===== src/rtl/decode_settings.svh =====
`ifndef DECODE_SETTINGS_SVH
`define DECODE_SETTINGS_SVH

// Threads per warp, sets the thread mask width
`define NUM_THREADS 4

// Warps per core
`define NUM_WARPS 4

`define WID_BITS $clog2(`NUM_WARPS)  // Warp id width

// Width of each performance event counter
`define PERF_CTR_BITS 32

`define UUID_BITS 16  // Instruction uuid width

`endif


===== src/rtl/isa_pkg.sv =====
`default_nettype none

package isa_pkg;

    typedef logic [4:0] reg_num_t;
    typedef logic [3:0] op_type_t;
    typedef logic [2:0] op_mod_t;

    typedef struct packed {
        logic [6:0] funct7;
        reg_num_t   rs2;
        reg_num_t   rs1;
        logic [2:0] funct3;
        reg_num_t   rd;
        logic [6:0] opcode;
    } r_fmt_t;

    typedef struct packed {
        logic [11:0] imm12;
        reg_num_t    rs1;
        logic [2:0]  funct3;
        reg_num_t    rd;
        logic [6:0]  opcode;
    } i_fmt_t;

    typedef struct packed {
        logic [6:0] imm_hi;
        reg_num_t   rs2;
        reg_num_t   rs1;
        logic [2:0] funct3;
        logic [4:0] imm_lo;
        logic [6:0] opcode;
    } s_fmt_t;

    typedef struct packed {
        logic [19:0] imm20;
        reg_num_t    rd;
        logic [6:0]  opcode;
    } u_fmt_t;

    // One instruction word, B and J layouts are rebuilt from s and u
    typedef union packed {
        r_fmt_t r_fmt;
        i_fmt_t i_fmt;
        s_fmt_t s_fmt;
        u_fmt_t u_fmt;
    } instr_t;

    localparam logic [6:0] OPC_I     = 7'h13;
    localparam logic [6:0] OPC_R     = 7'h33;
    localparam logic [6:0] OPC_LUI   = 7'h37;
    localparam logic [6:0] OPC_AUIPC = 7'h17;
    localparam logic [6:0] OPC_JAL   = 7'h6F;
    localparam logic [6:0] OPC_JALR  = 7'h67;
    localparam logic [6:0] OPC_B     = 7'h63;
    localparam logic [6:0] OPC_FENCE = 7'h0F;
    localparam logic [6:0] OPC_SYS   = 7'h73;
    localparam logic [6:0] OPC_L     = 7'h03;
    localparam logic [6:0] OPC_S     = 7'h23;
    localparam logic [6:0] OPC_GPGPU = 7'h6B;  // Warp control group

    typedef enum logic [2:0] {
        EX_NOP = 3'd0,
        EX_ALU = 3'd1,
        EX_LSU = 3'd2,
        EX_CSR = 3'd3,
        EX_GPU = 3'd4
    } ex_type_e;

    // ALU ops, first eight in funct3 order
    localparam op_type_t OP_ALU_ADD   = 4'd0;
    localparam op_type_t OP_ALU_SLL   = 4'd1;
    localparam op_type_t OP_ALU_SLT   = 4'd2;
    localparam op_type_t OP_ALU_SLTU  = 4'd3;
    localparam op_type_t OP_ALU_XOR   = 4'd4;
    localparam op_type_t OP_ALU_SRL   = 4'd5;
    localparam op_type_t OP_ALU_OR    = 4'd6;
    localparam op_type_t OP_ALU_AND   = 4'd7;
    localparam op_type_t OP_ALU_SUB   = 4'd8;
    localparam op_type_t OP_ALU_SRA   = 4'd9;
    localparam op_type_t OP_ALU_LUI   = 4'd10;
    localparam op_type_t OP_ALU_AUIPC = 4'd11;

    localparam op_type_t OP_BR_EQ     = 4'd0;
    localparam op_type_t OP_BR_NE     = 4'd1;
    localparam op_type_t OP_BR_LT     = 4'd4;
    localparam op_type_t OP_BR_GE     = 4'd5;
    localparam op_type_t OP_BR_LTU    = 4'd6;
    localparam op_type_t OP_BR_GEU    = 4'd7;
    localparam op_type_t OP_BR_JAL    = 4'd8;
    localparam op_type_t OP_BR_JALR   = 4'd9;
    localparam op_type_t OP_BR_ECALL  = 4'd10;
    localparam op_type_t OP_BR_EBREAK = 4'd11;
    localparam op_type_t OP_BR_URET   = 4'd12;
    localparam op_type_t OP_BR_SRET   = 4'd13;
    localparam op_type_t OP_BR_MRET   = 4'd14;

    localparam op_type_t OP_GPU_TMC    = 4'd0;
    localparam op_type_t OP_GPU_WSPAWN = 4'd1;
    localparam op_type_t OP_GPU_SPLIT  = 4'd2;
    localparam op_type_t OP_GPU_JOIN   = 4'd3;
    localparam op_type_t OP_GPU_BAR    = 4'd4;
    localparam op_type_t OP_GPU_PRED   = 4'd5;

    localparam op_type_t OP_LSU_LW = 4'd2;  // Word load, funct3 of LW

    localparam op_mod_t MOD_PLAIN  = 3'd0;
    localparam op_mod_t MOD_BRANCH = 3'd1;
    localparam op_mod_t MOD_FENCE  = 3'd1;  // LSU only
    localparam op_mod_t MOD_LOCAL  = 3'd2;  // Warp-local load

endpackage

`default_nettype wire


===== src/rtl/pipe_pkg.sv =====
`default_nettype none

`include "decode_settings.svh"

package pipe_pkg;
    import isa_pkg::*;

    localparam int NUM_PERF_EVENTS = 3;

    typedef logic [`NUM_THREADS-1:0] tmask_t;

    // Fetch to decode
    typedef struct packed {
        logic [`UUID_BITS-1:0] uuid;
        logic [`WID_BITS-1:0]  wid;
        tmask_t                tmask;
        logic [31:0]           pc;
        instr_t                instr;
    } fetch_rsp_t;

    // Decode to issue
    typedef struct packed {
        logic [`UUID_BITS-1:0] uuid;
        logic [`WID_BITS-1:0]  wid;
        tmask_t                tmask;
        logic [31:0]           pc;
        ex_type_e              ex_type;
        op_type_t              op_type;
        op_mod_t               op_mod;
        logic                  wb;
        reg_num_t              rd;
        reg_num_t              rs1;
        reg_num_t              rs2;
        logic [31:0]           imm;
        logic                  use_pc;
        logic                  use_imm;
    } decoded_t;

    typedef struct packed {
        logic [`WID_BITS-1:0] wid;
        logic                 stalled;
    } wstall_t;

    typedef enum logic [1:0] {
        EV_LOAD   = 2'd0,
        EV_STORE  = 2'd1,
        EV_BRANCH = 2'd2
    } perf_event_e;

endpackage

`default_nettype wire


===== src/rtl/decode_stage.sv =====
`timescale 1ns/1ps
`default_nettype none

`include "decode_settings.svh"

module decode_stage (
    input  logic                      clk,
    input  logic                      reset,
    input  logic                      fetch_valid,
    input  pipe_pkg::fetch_rsp_t      fetch_rsp,
    output logic                      fetch_ready,
    output logic                      dec_valid,
    output pipe_pkg::decoded_t        dec,
    input  logic                      dec_ready,
    output logic                      wstall_valid,
    output pipe_pkg::wstall_t         wstall,
    output logic                      join_valid,
    output logic [`WID_BITS-1:0]      join_wid,
    output logic [`PERF_CTR_BITS-1:0] perf_loads,
    output logic [`PERF_CTR_BITS-1:0] perf_stores,
    output logic [`PERF_CTR_BITS-1:0] perf_branches
);
    import pipe_pkg::*;

    logic                       fire;
    logic                       is_wstall;
    logic                       is_join;
    logic [NUM_PERF_EVENTS-1:0] perf_hit;
    logic [`PERF_CTR_BITS-1:0]  perf_count [NUM_PERF_EVENTS];

    instr_decoder decoder_inst (
        .fetch     (fetch_rsp),
        .dec       (dec),
        .is_wstall (is_wstall),
        .is_join   (is_join),
        .perf_hit  (perf_hit)
    );

    // No buffering, ready and valid pass straight through
    assign fetch_ready = dec_ready;
    assign dec_valid   = fetch_valid;
    assign fire        = fetch_valid && dec_ready;

    assign wstall_valid = fire;  // Scheduler hears about every issued instruction
    assign wstall       = '{wid: fetch_rsp.wid, stalled: is_wstall};

    assign join_valid = fire && is_join;
    assign join_wid   = fetch_rsp.wid;

    for (genvar ev = 0; ev < NUM_PERF_EVENTS; ev++) begin : g_perf
        perf_counter perf_counter_inst (
            .clk   (clk),
            .reset (reset),
            .fire  (fire),
            .hit   (perf_hit[ev]),
            .tmask (fetch_rsp.tmask),
            .count (perf_count[ev])
        );
    end

    assign perf_loads    = perf_count[EV_LOAD];
    assign perf_stores   = perf_count[EV_STORE];
    assign perf_branches = perf_count[EV_BRANCH];

    // A join never also parks the warp
    join_not_stalled: assert property (
        @(posedge clk) disable iff (reset)
        join_valid |-> !wstall.stalled
    ) else $error("decode_stage: JOIN flagged as a stalling instruction");

endmodule

`default_nettype wire


===== src/rtl/instr_decoder.sv =====
`timescale 1ns/1ps
`default_nettype none

module instr_decoder (
    input  pipe_pkg::fetch_rsp_t                fetch,
    output pipe_pkg::decoded_t                  dec,
    output logic                                is_wstall,
    output logic                                is_join,
    output logic [pipe_pkg::NUM_PERF_EVENTS-1:0] perf_hit
);
    import isa_pkg::*;
    import pipe_pkg::*;

    instr_t      instr;
    logic [6:0]  opcode;
    logic [2:0]  funct3;
    logic [11:0] i_imm;
    logic [11:0] s_imm;
    logic [11:0] alu_imm;
    logic [12:0] b_imm;
    logic [20:0] j_imm;

    ex_type_e    ex_type;
    op_type_t    op_type;
    op_mod_t     op_mod;
    reg_num_t    rd;
    reg_num_t    rs1;
    reg_num_t    rs2;
    logic [31:0] imm;
    logic        use_rd;
    logic        use_pc;
    logic        use_imm;
    logic        stall_op;
    logic        join_op;
    logic        illegal;

    assign instr  = fetch.instr;
    assign opcode = instr.r_fmt.opcode;
    assign funct3 = instr.r_fmt.funct3;
    assign i_imm  = instr.i_fmt.imm12;
    assign s_imm  = {instr.s_fmt.imm_hi, instr.s_fmt.imm_lo};
    assign b_imm  = {instr.s_fmt.imm_hi[6], instr.s_fmt.imm_lo[0],
                     instr.s_fmt.imm_hi[5:0], instr.s_fmt.imm_lo[4:1], 1'b0};
    assign j_imm  = {instr.u_fmt.imm20[19], instr.u_fmt.imm20[7:0],
                     instr.u_fmt.imm20[8], instr.u_fmt.imm20[18:9], 1'b0};

    // Shift amounts are a plain 5-bit field
    assign alu_imm = (funct3[0] && !funct3[1]) ? {7'b0, instr.r_fmt.rs2} : i_imm;

    always_comb begin
        ex_type  = EX_NOP;
        op_type  = '0;
        op_mod   = MOD_PLAIN;
        rd       = '0;
        rs1      = '0;
        rs2      = '0;
        imm      = '0;
        use_rd   = 1'b0;
        use_pc   = 1'b0;
        use_imm  = 1'b0;
        stall_op = 1'b0;
        join_op  = 1'b0;
        illegal  = 1'b0;

        case (opcode)
            OPC_I, OPC_R: begin
                ex_type = EX_ALU;
                case (funct3)
                    3'h0: op_type = (opcode == OPC_R && instr.r_fmt.funct7[5]) ?
                                    OP_ALU_SUB : OP_ALU_ADD;
                    3'h5: op_type = instr.r_fmt.funct7[5] ? OP_ALU_SRA : OP_ALU_SRL;
                    default: op_type = op_type_t'(funct3);
                endcase
                use_rd = 1'b1;
                rd     = instr.r_fmt.rd;
                rs1    = instr.r_fmt.rs1;
                if (opcode == OPC_I) begin
                    use_imm = 1'b1;
                    imm     = {{20{alu_imm[11]}}, alu_imm};
                end else begin
                    rs2 = instr.r_fmt.rs2;
                end
            end
            OPC_LUI, OPC_AUIPC: begin
                ex_type = EX_ALU;
                op_type = (opcode == OPC_LUI) ? OP_ALU_LUI : OP_ALU_AUIPC;
                use_rd  = 1'b1;
                use_imm = 1'b1;
                use_pc  = (opcode == OPC_AUIPC);
                rd      = instr.u_fmt.rd;
                imm     = {instr.u_fmt.imm20, 12'b0};
            end
            OPC_JAL: begin
                ex_type  = EX_ALU;
                op_type  = OP_BR_JAL;
                op_mod   = MOD_BRANCH;
                use_rd   = 1'b1;
                use_imm  = 1'b1;
                use_pc   = 1'b1;
                stall_op = 1'b1;
                rd       = instr.u_fmt.rd;
                imm      = {{11{j_imm[20]}}, j_imm};
            end
            OPC_JALR: begin
                ex_type  = EX_ALU;
                op_type  = OP_BR_JALR;
                op_mod   = MOD_BRANCH;
                use_rd   = 1'b1;
                use_imm  = 1'b1;
                stall_op = 1'b1;
                rd       = instr.i_fmt.rd;
                rs1      = instr.i_fmt.rs1;
                imm      = {{20{i_imm[11]}}, i_imm};
            end
            OPC_B: begin
                ex_type  = EX_ALU;
                op_type  = op_type_t'(funct3);  // Branch codes follow funct3
                op_mod   = MOD_BRANCH;
                use_imm  = 1'b1;
                use_pc   = 1'b1;
                stall_op = 1'b1;
                rs1      = instr.s_fmt.rs1;
                rs2      = instr.s_fmt.rs2;
                imm      = {{19{b_imm[12]}}, b_imm};
                illegal  = (funct3[2:1] == 2'b01);
            end
            OPC_FENCE: begin
                ex_type = EX_LSU;
                op_mod  = MOD_FENCE;
            end
            OPC_SYS: begin
                if (funct3[1:0] != 2'b00) begin
                    ex_type = EX_CSR;
                    op_type = op_type_t'(funct3[1:0]);
                    use_rd  = 1'b1;
                    use_imm = funct3[2];
                    rd      = instr.i_fmt.rd;
                    rs1     = instr.i_fmt.rs1;  // Register or uimm
                    imm     = {15'b0, funct3[2] ? instr.i_fmt.rs1 : 5'b0, i_imm};
                end else if (funct3 == 3'h0) begin
                    ex_type  = EX_ALU;
                    op_mod   = MOD_BRANCH;
                    use_rd   = 1'b1;
                    use_imm  = 1'b1;
                    use_pc   = 1'b1;
                    stall_op = 1'b1;
                    rd       = instr.i_fmt.rd;
                    imm      = 32'd4;
                    case (i_imm)
                        12'h000: op_type = OP_BR_ECALL;
                        12'h001: op_type = OP_BR_EBREAK;
                        12'h002: op_type = OP_BR_URET;
                        12'h102: op_type = OP_BR_SRET;
                        12'h302: op_type = OP_BR_MRET;
                        default: illegal = 1'b1;
                    endcase
                end else begin
                    illegal = 1'b1;
                end
            end
            OPC_L: begin
                ex_type = EX_LSU;
                op_type = {1'b0, funct3};
                use_rd  = 1'b1;
                rd      = instr.i_fmt.rd;
                rs1     = instr.i_fmt.rs1;
                imm     = {{20{i_imm[11]}}, i_imm};
            end
            OPC_S: begin
                ex_type = EX_LSU;
                op_type = {1'b1, funct3};
                rs1     = instr.s_fmt.rs1;
                rs2     = instr.s_fmt.rs2;
                imm     = {{20{s_imm[11]}}, s_imm};
            end
            OPC_GPGPU: begin
                ex_type = EX_GPU;
                rs1     = instr.r_fmt.rs1;
                case (funct3)
                    3'h0: begin
                        op_type  = instr.r_fmt.rs2[0] ? OP_GPU_PRED : OP_GPU_TMC;
                        stall_op = 1'b1;
                    end
                    3'h1: begin
                        op_type = OP_GPU_WSPAWN;
                        rs2     = instr.r_fmt.rs2;
                    end
                    3'h2: begin
                        op_type  = OP_GPU_SPLIT;
                        stall_op = 1'b1;
                    end
                    3'h3: begin
                        op_type = OP_GPU_JOIN;
                        rs1     = '0;  // JOIN reads no register
                        join_op = 1'b1;
                    end
                    3'h4: begin
                        op_type  = OP_GPU_BAR;
                        rs2      = instr.r_fmt.rs2;
                        stall_op = 1'b1;
                    end
                    3'h5: begin
                        ex_type = EX_LSU;
                        op_type = OP_LSU_LW;
                        op_mod  = MOD_LOCAL;
                    end
                    default: illegal = 1'b1;
                endcase
            end
            default: illegal = 1'b1;
        endcase

        // Undefined encodings leave the record empty
        if (illegal) begin
            ex_type  = EX_NOP;
            op_type  = '0;
            op_mod   = MOD_PLAIN;
            rd       = '0;
            rs1      = '0;
            rs2      = '0;
            imm      = '0;
            use_rd   = 1'b0;
            use_pc   = 1'b0;
            use_imm  = 1'b0;
            stall_op = 1'b0;
            join_op  = 1'b0;
        end
    end

    always_comb begin
        dec.uuid    = fetch.uuid;
        dec.wid     = fetch.wid;
        dec.tmask   = fetch.tmask;
        dec.pc      = fetch.pc;
        dec.ex_type = ex_type;
        dec.op_type = op_type;
        dec.op_mod  = op_mod;
        dec.wb      = use_rd && (rd != '0);  // x0 is never written
        dec.rd      = rd;
        dec.rs1     = rs1;
        dec.rs2     = rs2;
        dec.imm     = imm;
        dec.use_pc  = use_pc;
        dec.use_imm = use_imm;
    end

    assign is_wstall = stall_op;
    assign is_join   = join_op;

    assign perf_hit[EV_LOAD]   = (opcode == OPC_L);
    assign perf_hit[EV_STORE]  = (opcode == OPC_S);
    assign perf_hit[EV_BRANCH] = (ex_type == EX_ALU) && (op_mod == MOD_BRANCH);

    // Event classes never overlap
    always_comb begin
        assert final ($onehot0(perf_hit))
            else $error("instr_decoder: several perf events for one instruction");
    end

endmodule

`default_nettype wire


===== src/rtl/perf_counter.sv =====
`timescale 1ns/1ps
`default_nettype none

`include "decode_settings.svh"

module perf_counter (
    input  logic                      clk,
    input  logic                      reset,
    input  logic                      fire,
    input  logic                      hit,
    input  pipe_pkg::tmask_t          tmask,
    output logic [`PERF_CTR_BITS-1:0] count
);
    localparam int CNT_BITS = $clog2(`NUM_THREADS + 1);

    logic [CNT_BITS-1:0] active;  // Threads taking part this cycle

    always_comb begin
        active = '0;
        for (int i = 0; i < `NUM_THREADS; i++) begin
            active = active + CNT_BITS'(tmask[i]);
        end
    end

    // Wraps at full scale
    always_ff @(posedge clk) begin
        if (reset) begin
            count <= '0;
        end else if (fire && hit) begin
            count <= count + `PERF_CTR_BITS'(active);
        end
    end

    // A new count is only ever the result of a counted fire
    count_after_fire: assert property (
        @(posedge clk) disable iff (reset)
        (!$past(reset) && (count != $past(count))) |-> $past(fire && hit)
    ) else $error("perf_counter: count moved without a counted fire");

endmodule

`default_nettype wire


===== config.mk =====
export PLATFORM = sky130hd
export DESIGN_NAME = decode_stage
export DESIGN_NICKNAME = d
export VERILOG_FILES = /design/src/rtl/isa_pkg.sv /design/src/rtl/pipe_pkg.sv /design/src/rtl/decode_stage.sv /design/src/rtl/instr_decoder.sv /design/src/rtl/perf_counter.sv
export VERILOG_INCLUDE_DIRS = /design/src /design/src/rtl
export SDC_FILE = /design/constraint.sdc
export NUM_CORES = 1
export LEC_CHECK = 0
export BUFFER_PORTS_ARGS = -buffer_cell sky130_fd_sc_hd__clkbuf_2
export CAP_MARGIN = 10
export CELL_PAD_IN_SITES_DETAIL_PLACEMENT = 2
export CELL_PAD_IN_SITES_GLOBAL_PLACEMENT = 2
export CORE_UTILIZATION = 28
export DETAILED_ROUTE_END_ITERATION = 8
export PLACE_DENSITY_LB_ADDON = 0.1
export SYNTH_ARGS = -nofsm -noshare
export SYNTH_HDL_FRONTEND = slang
export SYNTH_SLANG_ARGS = --single-unit

===== constraint.sdc =====
create_clock -name clk -period 7.21 [get_ports clk]
set_clock_uncertainty 0.2 [all_clocks]
set_input_delay 0.721 -clock clk [delete_from_list [all_inputs] [get_ports clk]]
set_output_delay 0.721 -clock clk [all_outputs]
set_load 0.005 [all_outputs]

---- After elaboration in Yosys (flattened, before gate mapping) ----
Cells that the tools add are included.
storage, ports and cells
  register bits ........................... 96
  input port bits ......................... 90
  output and inout bits ................... 219
  word-level logic and storage cells ...... 127
operators by class
  $add $sub $neg .......................... 6
  eq/ne operators ......................... 24
  mux-type cells .......................... 61
  reduce and logical (&&, ||, !) cells .... 33
operator list
  kind                    count
  $pmux W32 S7            1
  $add A32 B3 Y32         3
  $mux W32                3
  $mux W5                 10
  $pmux W4 S5             2
  $eq A7 B7 Y1 const B    5
  $pmux W4 S8             1
  $pmux W5 S3             2
  $eq A7 B6 Y1 const B    3
  $mux W3                 7
  $mux W4                 5
  $mux W1                 19
  $reduce_or A2 Y1        8
  $eq A7 B5 Y1 const B    2
  $reduce_or A7 Y1        2
  $eq A12 B1 Y1 const B   1
  $eq A12 B10 Y1 const B  1
  $eq A12 B2 Y1 const B   1
  $eq A12 B9 Y1 const B   1
  $logic_not A12 Y1       1
  $mux W12                1
  $pmux W3 S4             1
  $reduce_or A6 Y1        2
  $pmux W5 S2             1
  23 further kinds        41

---- Longest topological paths before layout ----
Gate-level depths: netlist of the first run.
  depth after elaboration ................. 10
  depth in mapped cells ................... 13
  mapped depth without buffers ............ 12

---- Hierarchy ----
A second synthesis of the first run with hierarchy kept.
second synthesis, totals
  cells, all modules ...................... 890
  area, all modules ....................... 7,066.8 sq um
by module, submodules not included
  module                                           times used  cells an instance  area each (sq um)  sequential area each (sq um)
  perf_counter at g_perf[0].perf_counter_inst ...  2           186                1,620.3            640.6
  instr_decoder                                    1           327                2,119.5            0.0
  perf_counter at g_perf[2].perf_counter_inst      1           182                1,641.6            640.6
  decode_stage                                     1           9                  65.1               0.0

---- Least setup slack after synthesis of the first run ----
Ideal clock, no wire load.
  path kind ............................... input to output
  start point ............................. in fetch_rsp[13] (netlist bit)
  end point ............................... out dec[10] (netlist bit)
  arrival ................................. 2,871 ps
  required time ........................... 6,289 ps
  slack ................................... 3,418 ps
  cell stages on the path ................. 10
  path buffers ............................ 3
  cells stage by stage .................... buf_2 nor2_8 ha_1 clkbuf_1 nand4b_1 o311ai_4 nand4b_1 clkbuf_1 a31oi_1 and2_1
RTL lines
  item                RTL line            text
  start: declaration  decode_stage.sv:10  input pipe_pkg::fetch_rsp_t fetch_rsp,
  end: declaration    decode_stage.sv:13  output pipe_pkg::decoded_t dec,

==> results.md, run 1 <==
- Status: complete, no violations
- Number of flops mapped to enable cells by yosys: 0
- Most frequent cells after synthesis: 100 x nor2_1, 96 x dfxtp_1, 76 x a21oi_1, 69 x nand2_1, 67 x buf_4
- Clock root buffer master: clkbuf_16
- Synth top area share: 28.3%
- Synth Area in Simple Gates: 33.0%
- Count leader, synth: nor2_1
- Post-Syn Area: 6790 µm²
- Crit end category: primary output
- # H-tree levels: 3
- Syn_nets: 972
- Post-CTS sizing: 0
- Synth area leader: dfxtp_1
- Clock slew at reported path FFs: 80 ps
- RD Place Congestion: 0.831
- Core ar.: 23,600 µm²
- Main combinational cell family by area after synthesis: simple AND/OR/NAND/NOR gates
- Pre-antenna DRT Iters: 4
- Cells after Synth: 863
- Max FFs per register: 96
- Hold buffer count at CTS: 0
- Critical Path Source Type: primary input
- Fmax: 0.210 GHz
- Period utilization: 66.2%
- XOR/XNOR share of the synthesized area: 6.96%
- Port bufs: 203
- Via density: 5.17
- Worst VDD drop: 0.113 mV
- Final Hold Fails: 0
- Antenna viol nets, final: 0
- Largest net degree at the start of global routing: 54
- Num CTS Buffers: 9
- Crit Path Max Fanout: 25
- Setup TNS: 0 ps
- Post-CTS setup buffer count: 0
- Endpoints failing setup: 0
- Iteration-0 DRC count of the detailed router: 281
- Clock Sinks: 96
- Seq cells post-synth: 96
- Hold WC Path Type: register to register
- Async set or reset register ratio after synthesis: 0%
- Fin util: 33.1%
- Post-synthesis mux area share: 1.46%
- CP max stage cell: a21o_1
- Crit-path cells: clkbuf_2 -> nor2_8 -> ha_1 -> nand4b_1 -> o311ai_4 -> nand4b_1 -> a21o_1 -> a21oi_1 -> clkbuf_2
- Critical Path AT: 3850 ps
- Worst rel slew slack: 40.1%
- I/O pin count: 309
- Antenna fix cells: 0
- Worst Max-Slew Pin Slew: 891 ps
- DRC: 0
- Initial antenna violation count: 0
- Slowest cell delay on critical path: 590 ps
- Post-synthesis compound-gate area fraction: 14.9%
- Max-cap violations: 0
- Post-Synth Adder-Cell Area: 3.94%
- Largest cells by area after synthesis: dfxtp_1 28%, buf_4 7.4%, a21oi_1 5.6%, nor2_1 5.5%, nand2_1 3.8%
- Via count: 6,710
- Die area: 24,900 µm²
- Initial Util: 28.8%
- Max Slew Vio Count: 0
- Num rows: 56
- Post-detail-place hpwl: 18,600 µm
- Chip Height: 158 µm
- Fin crit period: 4770 ps
- Routed wire length per instance: 18.5 µm
- Mean post-synth cell area: 7.87 µm²
- CTS Buffer Depth: 2
- Total wire length: 24,100 µm
- Largest register by flop count: g_perf.perf_counter_inst.count
- Most used DFF post-synth: dfxtp_1
- Crit Path Category: primary input to primary output
- PD cells: 142 nW/µm²
- Total grt overflow: 0
- Final nets: 1,084
- GRT Util Overall: 19.3%
- Clk_lat worst skew: 350 ps
- Leak Pwr: 3.09 nW
- Share of layout cells above drive strength 1: 25.9%
- First-pass GRT wire length: 37,700 µm
- CTS tree: done
- Sequential fraction of the synthesis area: 28.3%
- Yosys warning count: 0
- RSZ-0062 raised after global routing: false
- Vias in the first global route: 6,838
- Die W: 158 µm
- Library cells used by synthesis: 81
- CP required: 6290 ps
- Synth-to-layout area growth: 15.3%
- Largest regs: g_perf.perf_counter_inst.count: 96 flops
## layer usage
metal | share of wire, % | up-vias | wire length, µm | global-route usage [%]
met2 | 49 | 164 | 11700 | 33.6
met4 | 2.4 | 0 | 581 | 6.33
met1 | 45 | 3267 | 10700 | 23.6
met3 | 4.3 | 48 | 1040 | 3.83
met5 | 0 | - | 0 | 0
li1 | - | 3231 | - | -
## critical path: cells and delay by family
kind,cells,cell delay [ps]
and+or+nand+nor,3,1010
buffers and inverters,2,390
adders and majority gates,1,370
AOI/OAI and AO/OA,3,1340
## cell type report
cell class	instances	area, µm²
fill	2832	15800
multi-input combinational	644	4100
sequential	96	1920
timing repair buffer	208	1060
tap	319	399
clock buffer	9	225
clock inverter	7	66.3
inverter	16	60.1
## per-stage QoR
| step | cell area, µm² | power (mW) | setup WS [ps] | cells | hold slack, ps |
|---|---|---|---|---|---|
| finish | 7830 | 1.11 | 2440 | 1299 | 292 |
| global route | 7830 | 1.17 | 2240 | 1299 | 330 |
| CTS | 7830 | 1.14 | 2450 | 1299 | 292 |
| detailed placement | 7540 | 0.644 | 2460 | 1283 | 279 |
| global placement | 7540 | 0.643 | 2530 | 1283 | 271 |
| floorplan | 6790 | 0.629 | 3420 | 863 | 268 |
## power breakdown
group,internal [mW],leakage (nW),switching [mW],total [mW]
Combinational,0.0310,2.17,0.0684,0.0994
Sequential,0.530,0.773,0.0000550,0.530
Clock,0.243,0.141,0.243,0.485
Total,0.803,3.09,0.311,1.11
## final timing paths
check | startpoint | endpoint | slack (ps) | depth (start not counted)
worst max register to register | g_perf[2].perf_counter_inst.count[7]$_SDFFE_PP0P_ | g_perf[2].perf_counter_inst.count[29]$_SDFFE_PP0P_ | 4330 | 6
worst min register to register | g_perf[2].perf_counter_inst.count[31]$_SDFFE_PP0P_ | g_perf[2].perf_counter_inst.count[31]$_SDFFE_PP0P_ | 290 | 2
worst max-delay path | fetch_rsp[13] | dec[25] | 2440 | 9
worst min-delay path | g_perf[2].perf_counter_inst.count[31]$_SDFFE_PP0P_ | g_perf[2].perf_counter_inst.count[31]$_SDFFE_PP0P_ | 290 | 2
## cell usage in the layout (no fill, tap or decap), types with 5 or more instances in the layout
cell type,netlist,routed
clkbuf_16,0,9
buf_4,67,6
or3_1,12,12
nor4_1,7,7
a21oi_1,76,76
and2_1,29,29
nand4b_1,8,8
o21ai_0,21,21
nand2_1,69,69
and4_1,14,14
and3_1,14,14
ha_1,15,15
xor2_1,29,29
nand4_1,21,21
o31ai_1,19,19
nor3_1,24,24
clkbuf_2,0,202
nand3_1,33,33
nor2_1,100,100
a31oi_1,5,5
a21o_1,6,6
a32oi_1,6,6
nand2b_1,5,5
or4_1,20,20
inv_1,14,14
xnor2_1,25,25
dfxtp_1,96,96
nor2b_1,11,11
## cells by family (layout without fill, tap and decap cells)
logic type      after synthesis  in the layout
xor+xnor                     54             54
simple gates                400            400
fa+ha+maj                    19             19
other cells                   1              1
buf+inv                     123            240
mux                           9              9
compound gates              161            161
flops                        96             96
Power figures use the tool's default switching activity.
==> run 2, diff against run 1 <==
--- a/config.mk
+++ b/config.mk
@@ -6,11 +6,12 @@
 export SDC_FILE = /design/constraint.sdc
 export NUM_CORES = 1
 export LEC_CHECK = 0
+export ABC_AREA = 1
 export BUFFER_PORTS_ARGS = -buffer_cell sky130_fd_sc_hd__clkbuf_2
 export CAP_MARGIN = 10
 export CELL_PAD_IN_SITES_DETAIL_PLACEMENT = 2
 export CELL_PAD_IN_SITES_GLOBAL_PLACEMENT = 2
-export CORE_UTILIZATION = 28
+export CORE_UTILIZATION = 25
 export DETAILED_ROUTE_END_ITERATION = 8
 export PLACE_DENSITY_LB_ADDON = 0.1
 export SYNTH_ARGS = -nofsm -noshare
==> constraint.sdc (replaced) <==
create_clock -name clk -period 4.6 [get_ports clk]
set_clock_uncertainty 0.2 [all_clocks]
set_input_delay 0.46 -clock clk [delete_from_list [all_inputs] [get_ports clk]]
set_output_delay 0.46 -clock clk [all_outputs]
set_load 0.005 [all_outputs]
==> run 2 against run 1 <==
Die area rose by 32%. Critical path depth grew 3. Setup slack got worse by 1400 ps. Largest cell class unchanged. Clock power increased by 95%.
==> results.md, run 2 <==
- Pre-antenna DRT Iters: 4 (unchanged)
- Fmax: 0.282 GHz
- I/O pin count: 309 (unchanged)
- Largest net degree at the start of global routing: 74 (+37%)
- Mean post-synth cell area: 6.05 µm² (-23%)
- Synth area leader: dfxtp_1
- Yosys warning count: 0 (unchanged)
- Share of layout cells above drive strength 1: 17.1% (-8.8 points)
- Hold buffer count at CTS: 0 (unchanged)
- Via density: 4.95 (-4.2%)
- Fin crit period: 3540 ps
- # fillers: 4,016 (+42%)
- Number of flops mapped to enable cells by yosys: 0 (unchanged)
- Antenna fix cells: 0 (unchanged)
- Via count: 9,169 (+37%)
- Critical Path AT: 2880 ps (-970 ps)
- Async set or reset register ratio after synthesis: 0% (unchanged)
- Cells after Synth: 1,326 (+54%)
- Post-CTS setup buffer count: 0 (unchanged)
- Largest regs: g_perf.perf_counter_inst.count: 96 flops
- Leading cell types in the layout, fill and taps excluded: 379 x nand2_1, 203 x clkbuf_2, 171 x nor2_1
- Grt met1 use: 26.1% (+2.5 points)
- Vias in the first global route: 9,717 (+42%)
- GR peak layer: met2
- RD Place Congestion: 0.881 (+6.0%)
- Largest cells by area after synthesis: dfxtp_1 24%, nand2_1 18%, nor2_1 8.0%, buf_4 6.4%, a21oi_1 6.1%
- Final Non-Filler Cells: 1,853 (+43%)
- Count leader, synth: nand2_1
- Port bufs: 203 (unchanged)
- Clk_lat worst skew: 380 ps (+30 ps)
- Synth-to-layout area growth: 15.9%
- Met2 usage: 36.3% (+2.7 points)
- Routed wire length per instance: 18.3 µm (-1.4%)
- Max-cap violations: 0 (unchanged)
- Die W: 181 µm (+15%)
- Endpoints failing setup: 0 (unchanged)
- GRT Util Overall: 20.8% (+1.5 points)
- R2r worst-path depth: 13 (+7)
- Initial antenna violation count: 1 (+1)
- Synth top area share: 24.0% (-4.3 points)
- Most frequent cells after synthesis: 379 x nand2_1, 171 x nor2_1, 121 x inv_1, 98 x a21oi_1, 96 x dfxtp_1
- Library cells used by synthesis: 44 (-46%)
- Max Slew Vio Count: 0 (unchanged)
- Total wire length: 33,900 µm (+41%)
- Post-CTS sizing: 0 (unchanged)
- RSZ-0062 raised after global routing: false
- Clock Sinks: 96 (unchanged)
- Setup TNS: 0 ps (unchanged)
- Hold WC Path Type: register to register
- Post-Syn Area: 8020 µm² (+18%)
- Sequential fraction of the synthesis area: 24.0% (-4.3 points)
- Clock slew at reported path FFs: 70 ps (about the same)
- Global routing usage on met3: 3.53% (-0.30 points)
- Syn_nets: 1,435 (+48%)
- # H-tree levels: 3 (unchanged)
- Total grt overflow: 0 (unchanged)
- Commonest non-fill, non-tap cell in the layout: nand2_1
- Worst rel slew slack: 35.1% (-5.0 points)
- Leak Pwr: 3.95 nW (+28%)
- Crit Path Category: primary input to primary output
- Antenna viol nets, final: 0 (unchanged)
- Hold depth: 2 (unchanged)
- Final nets: 1,555 (+43%)
- Die area: 32,800 µm² (+32%)
- Worst Max-Slew Pin Slew: 974 ps (+82.9 ps)
- Final Hold Fails: 0 (unchanged)
- Final worst slack: 1060 ps (-1380 ps)
- Post-detail-place hpwl: 26,900 µm (+45%)
- Crit end category: primary output
- Max FFs per register: 96 (unchanged)
- CTS tree: done
- Num rows: 65 (+16%)
- Crit Path Max Fanout: 12 (-52%)
- Placed Cells: 1,837 (+43%)
- DRC: 0 (unchanged)
- Chip Height: 181 µm (+15%)
- First-pass GRT wire length: 53,900 µm (+43%)
- CP required: 3940 ps (-2350 ps)
- Fin Hold WS: 299 ps (+7.55 ps)
- CTS Buffer Depth: 2 (unchanged)
- Core ar.: 31,600 µm² (+34%)
- Worst VDD drop: 0.197 mV (+75%)
- Seq cells post-synth: 96 (unchanged)
- Place WS: 891 ps (-1570 ps)
- Most used DFF post-synth: dfxtp_1
- PD cells: 209 nW/µm² (+47%)
- Period utilization: 77.1%
- Critical Path Source Type: primary input
- Clock root buffer master: clkbuf_16
- Status: complete, no violations
- Largest register by flop count: g_perf.perf_counter_inst.count
- Iteration-0 DRC count of the detailed router: 277 (-1.4%)
- Initial Util: 25.4% (-3.3 points)
- Num CTS Buffers: 9 (unchanged)
-- run 2: changes by cell type after synthesis, sizes merged, moves of 14 or more --
| cell | change |
|---|---|
| a21oi | +23 |
| and2 | -30 |
| and4 | -14 |
| inv | +113 |
| nand2 | +311 |
| nand3 | +19 |
| nand4 | +33 |
| nor2 | +76 |
| nor3 | +28 |
| o21ai | +16 |
| o31ai | -18 |
| or4 | -21 |
-- run 2: logic make-up after synthesis --
group	Yosys count	synth area share, %
and+or+nand+nor	740	39.4
buffers and inverters	231	14.2
AOI/OAI and AO/OA	179	12.4
DFF	96	24.0
xor gates and xnor gates	60	6.55
adders and majority gates	19	3.34
other	1	0.0468
-- run 2: path summary, 6_finish.rpt --
| kind | start | endpoint | slack, ps |
|---|---|---|---|
| setup / recovery | fetch_rsp[1] | dec[14] | 1060 |
| hold reg to reg | g_perf[1].perf_counter_inst.count[0]$_SDFFE_PP0P_ | g_perf[1].perf_counter_inst.count[0]$_SDFFE_PP0P_ | 300 |
| setup reg to reg | g_perf[2].perf_counter_inst.count[0]$_SDFFE_PP0P_ | g_perf[2].perf_counter_inst.count[26]$_SDFFE_PP0P_ | 2100 |
| hold / removal | g_perf[1].perf_counter_inst.count[0]$_SDFFE_PP0P_ | g_perf[1].perf_counter_inst.count[0]$_SDFFE_PP0P_ | 300 |
-- run 2: metal layers --
layer	part of all wire, %	vias up
li1	-	4499
met1	46	4455
met2	48	167
met3	3.6	46
met4	1.9	2
met5	0.024	-
-- run 2: cell type report --
cell class | count | area, µm² | share of cell area [%]
clock inverters | 4 | 98.8 | 1.06
repair buffers | 211 | 1080 | 11.6
inverters | 129 | 485 | 5.22
multi-input cells | 999 | 4960 | 53.3
flip-flops and latches | 96 | 1920 | 20.7
clock buffers | 12 | 256 | 2.76
well taps | 402 | 503 | 5.41
-- run 2: stage by stage --
step / util (%) / cell area, µm² / power (mW)
after floorplan: - / 8020 / 0.988
after global placement: 28.3 / 8940 / 1.02
after detailed placement: 28.3 / 8940 / 1.02
after CTS: 29.5 / 9300 / 1.99
after global routing: 29.5 / 9300 / 2.03
final: 29.5 / 9300 / 1.95
-- run 2: worst max-delay path: stages --
cell	delay [ps]
clkbuf_2	80
nand2_1	170
inv_1	150
nand2_1	120
nor3_1	250
nor2_1	130
a21oi_1	770
a21oi_1	310
inv_1	160
nor2_1	50
nor2_1	110
clkbuf_2	130
-- run 2: power breakdown --
part,switching (mW),internal [mW],leakage [nW]
clock network,0.383,0.564,0.173
registers,0.000110,0.830,0.773
logic,0.122,0.0461,3.00
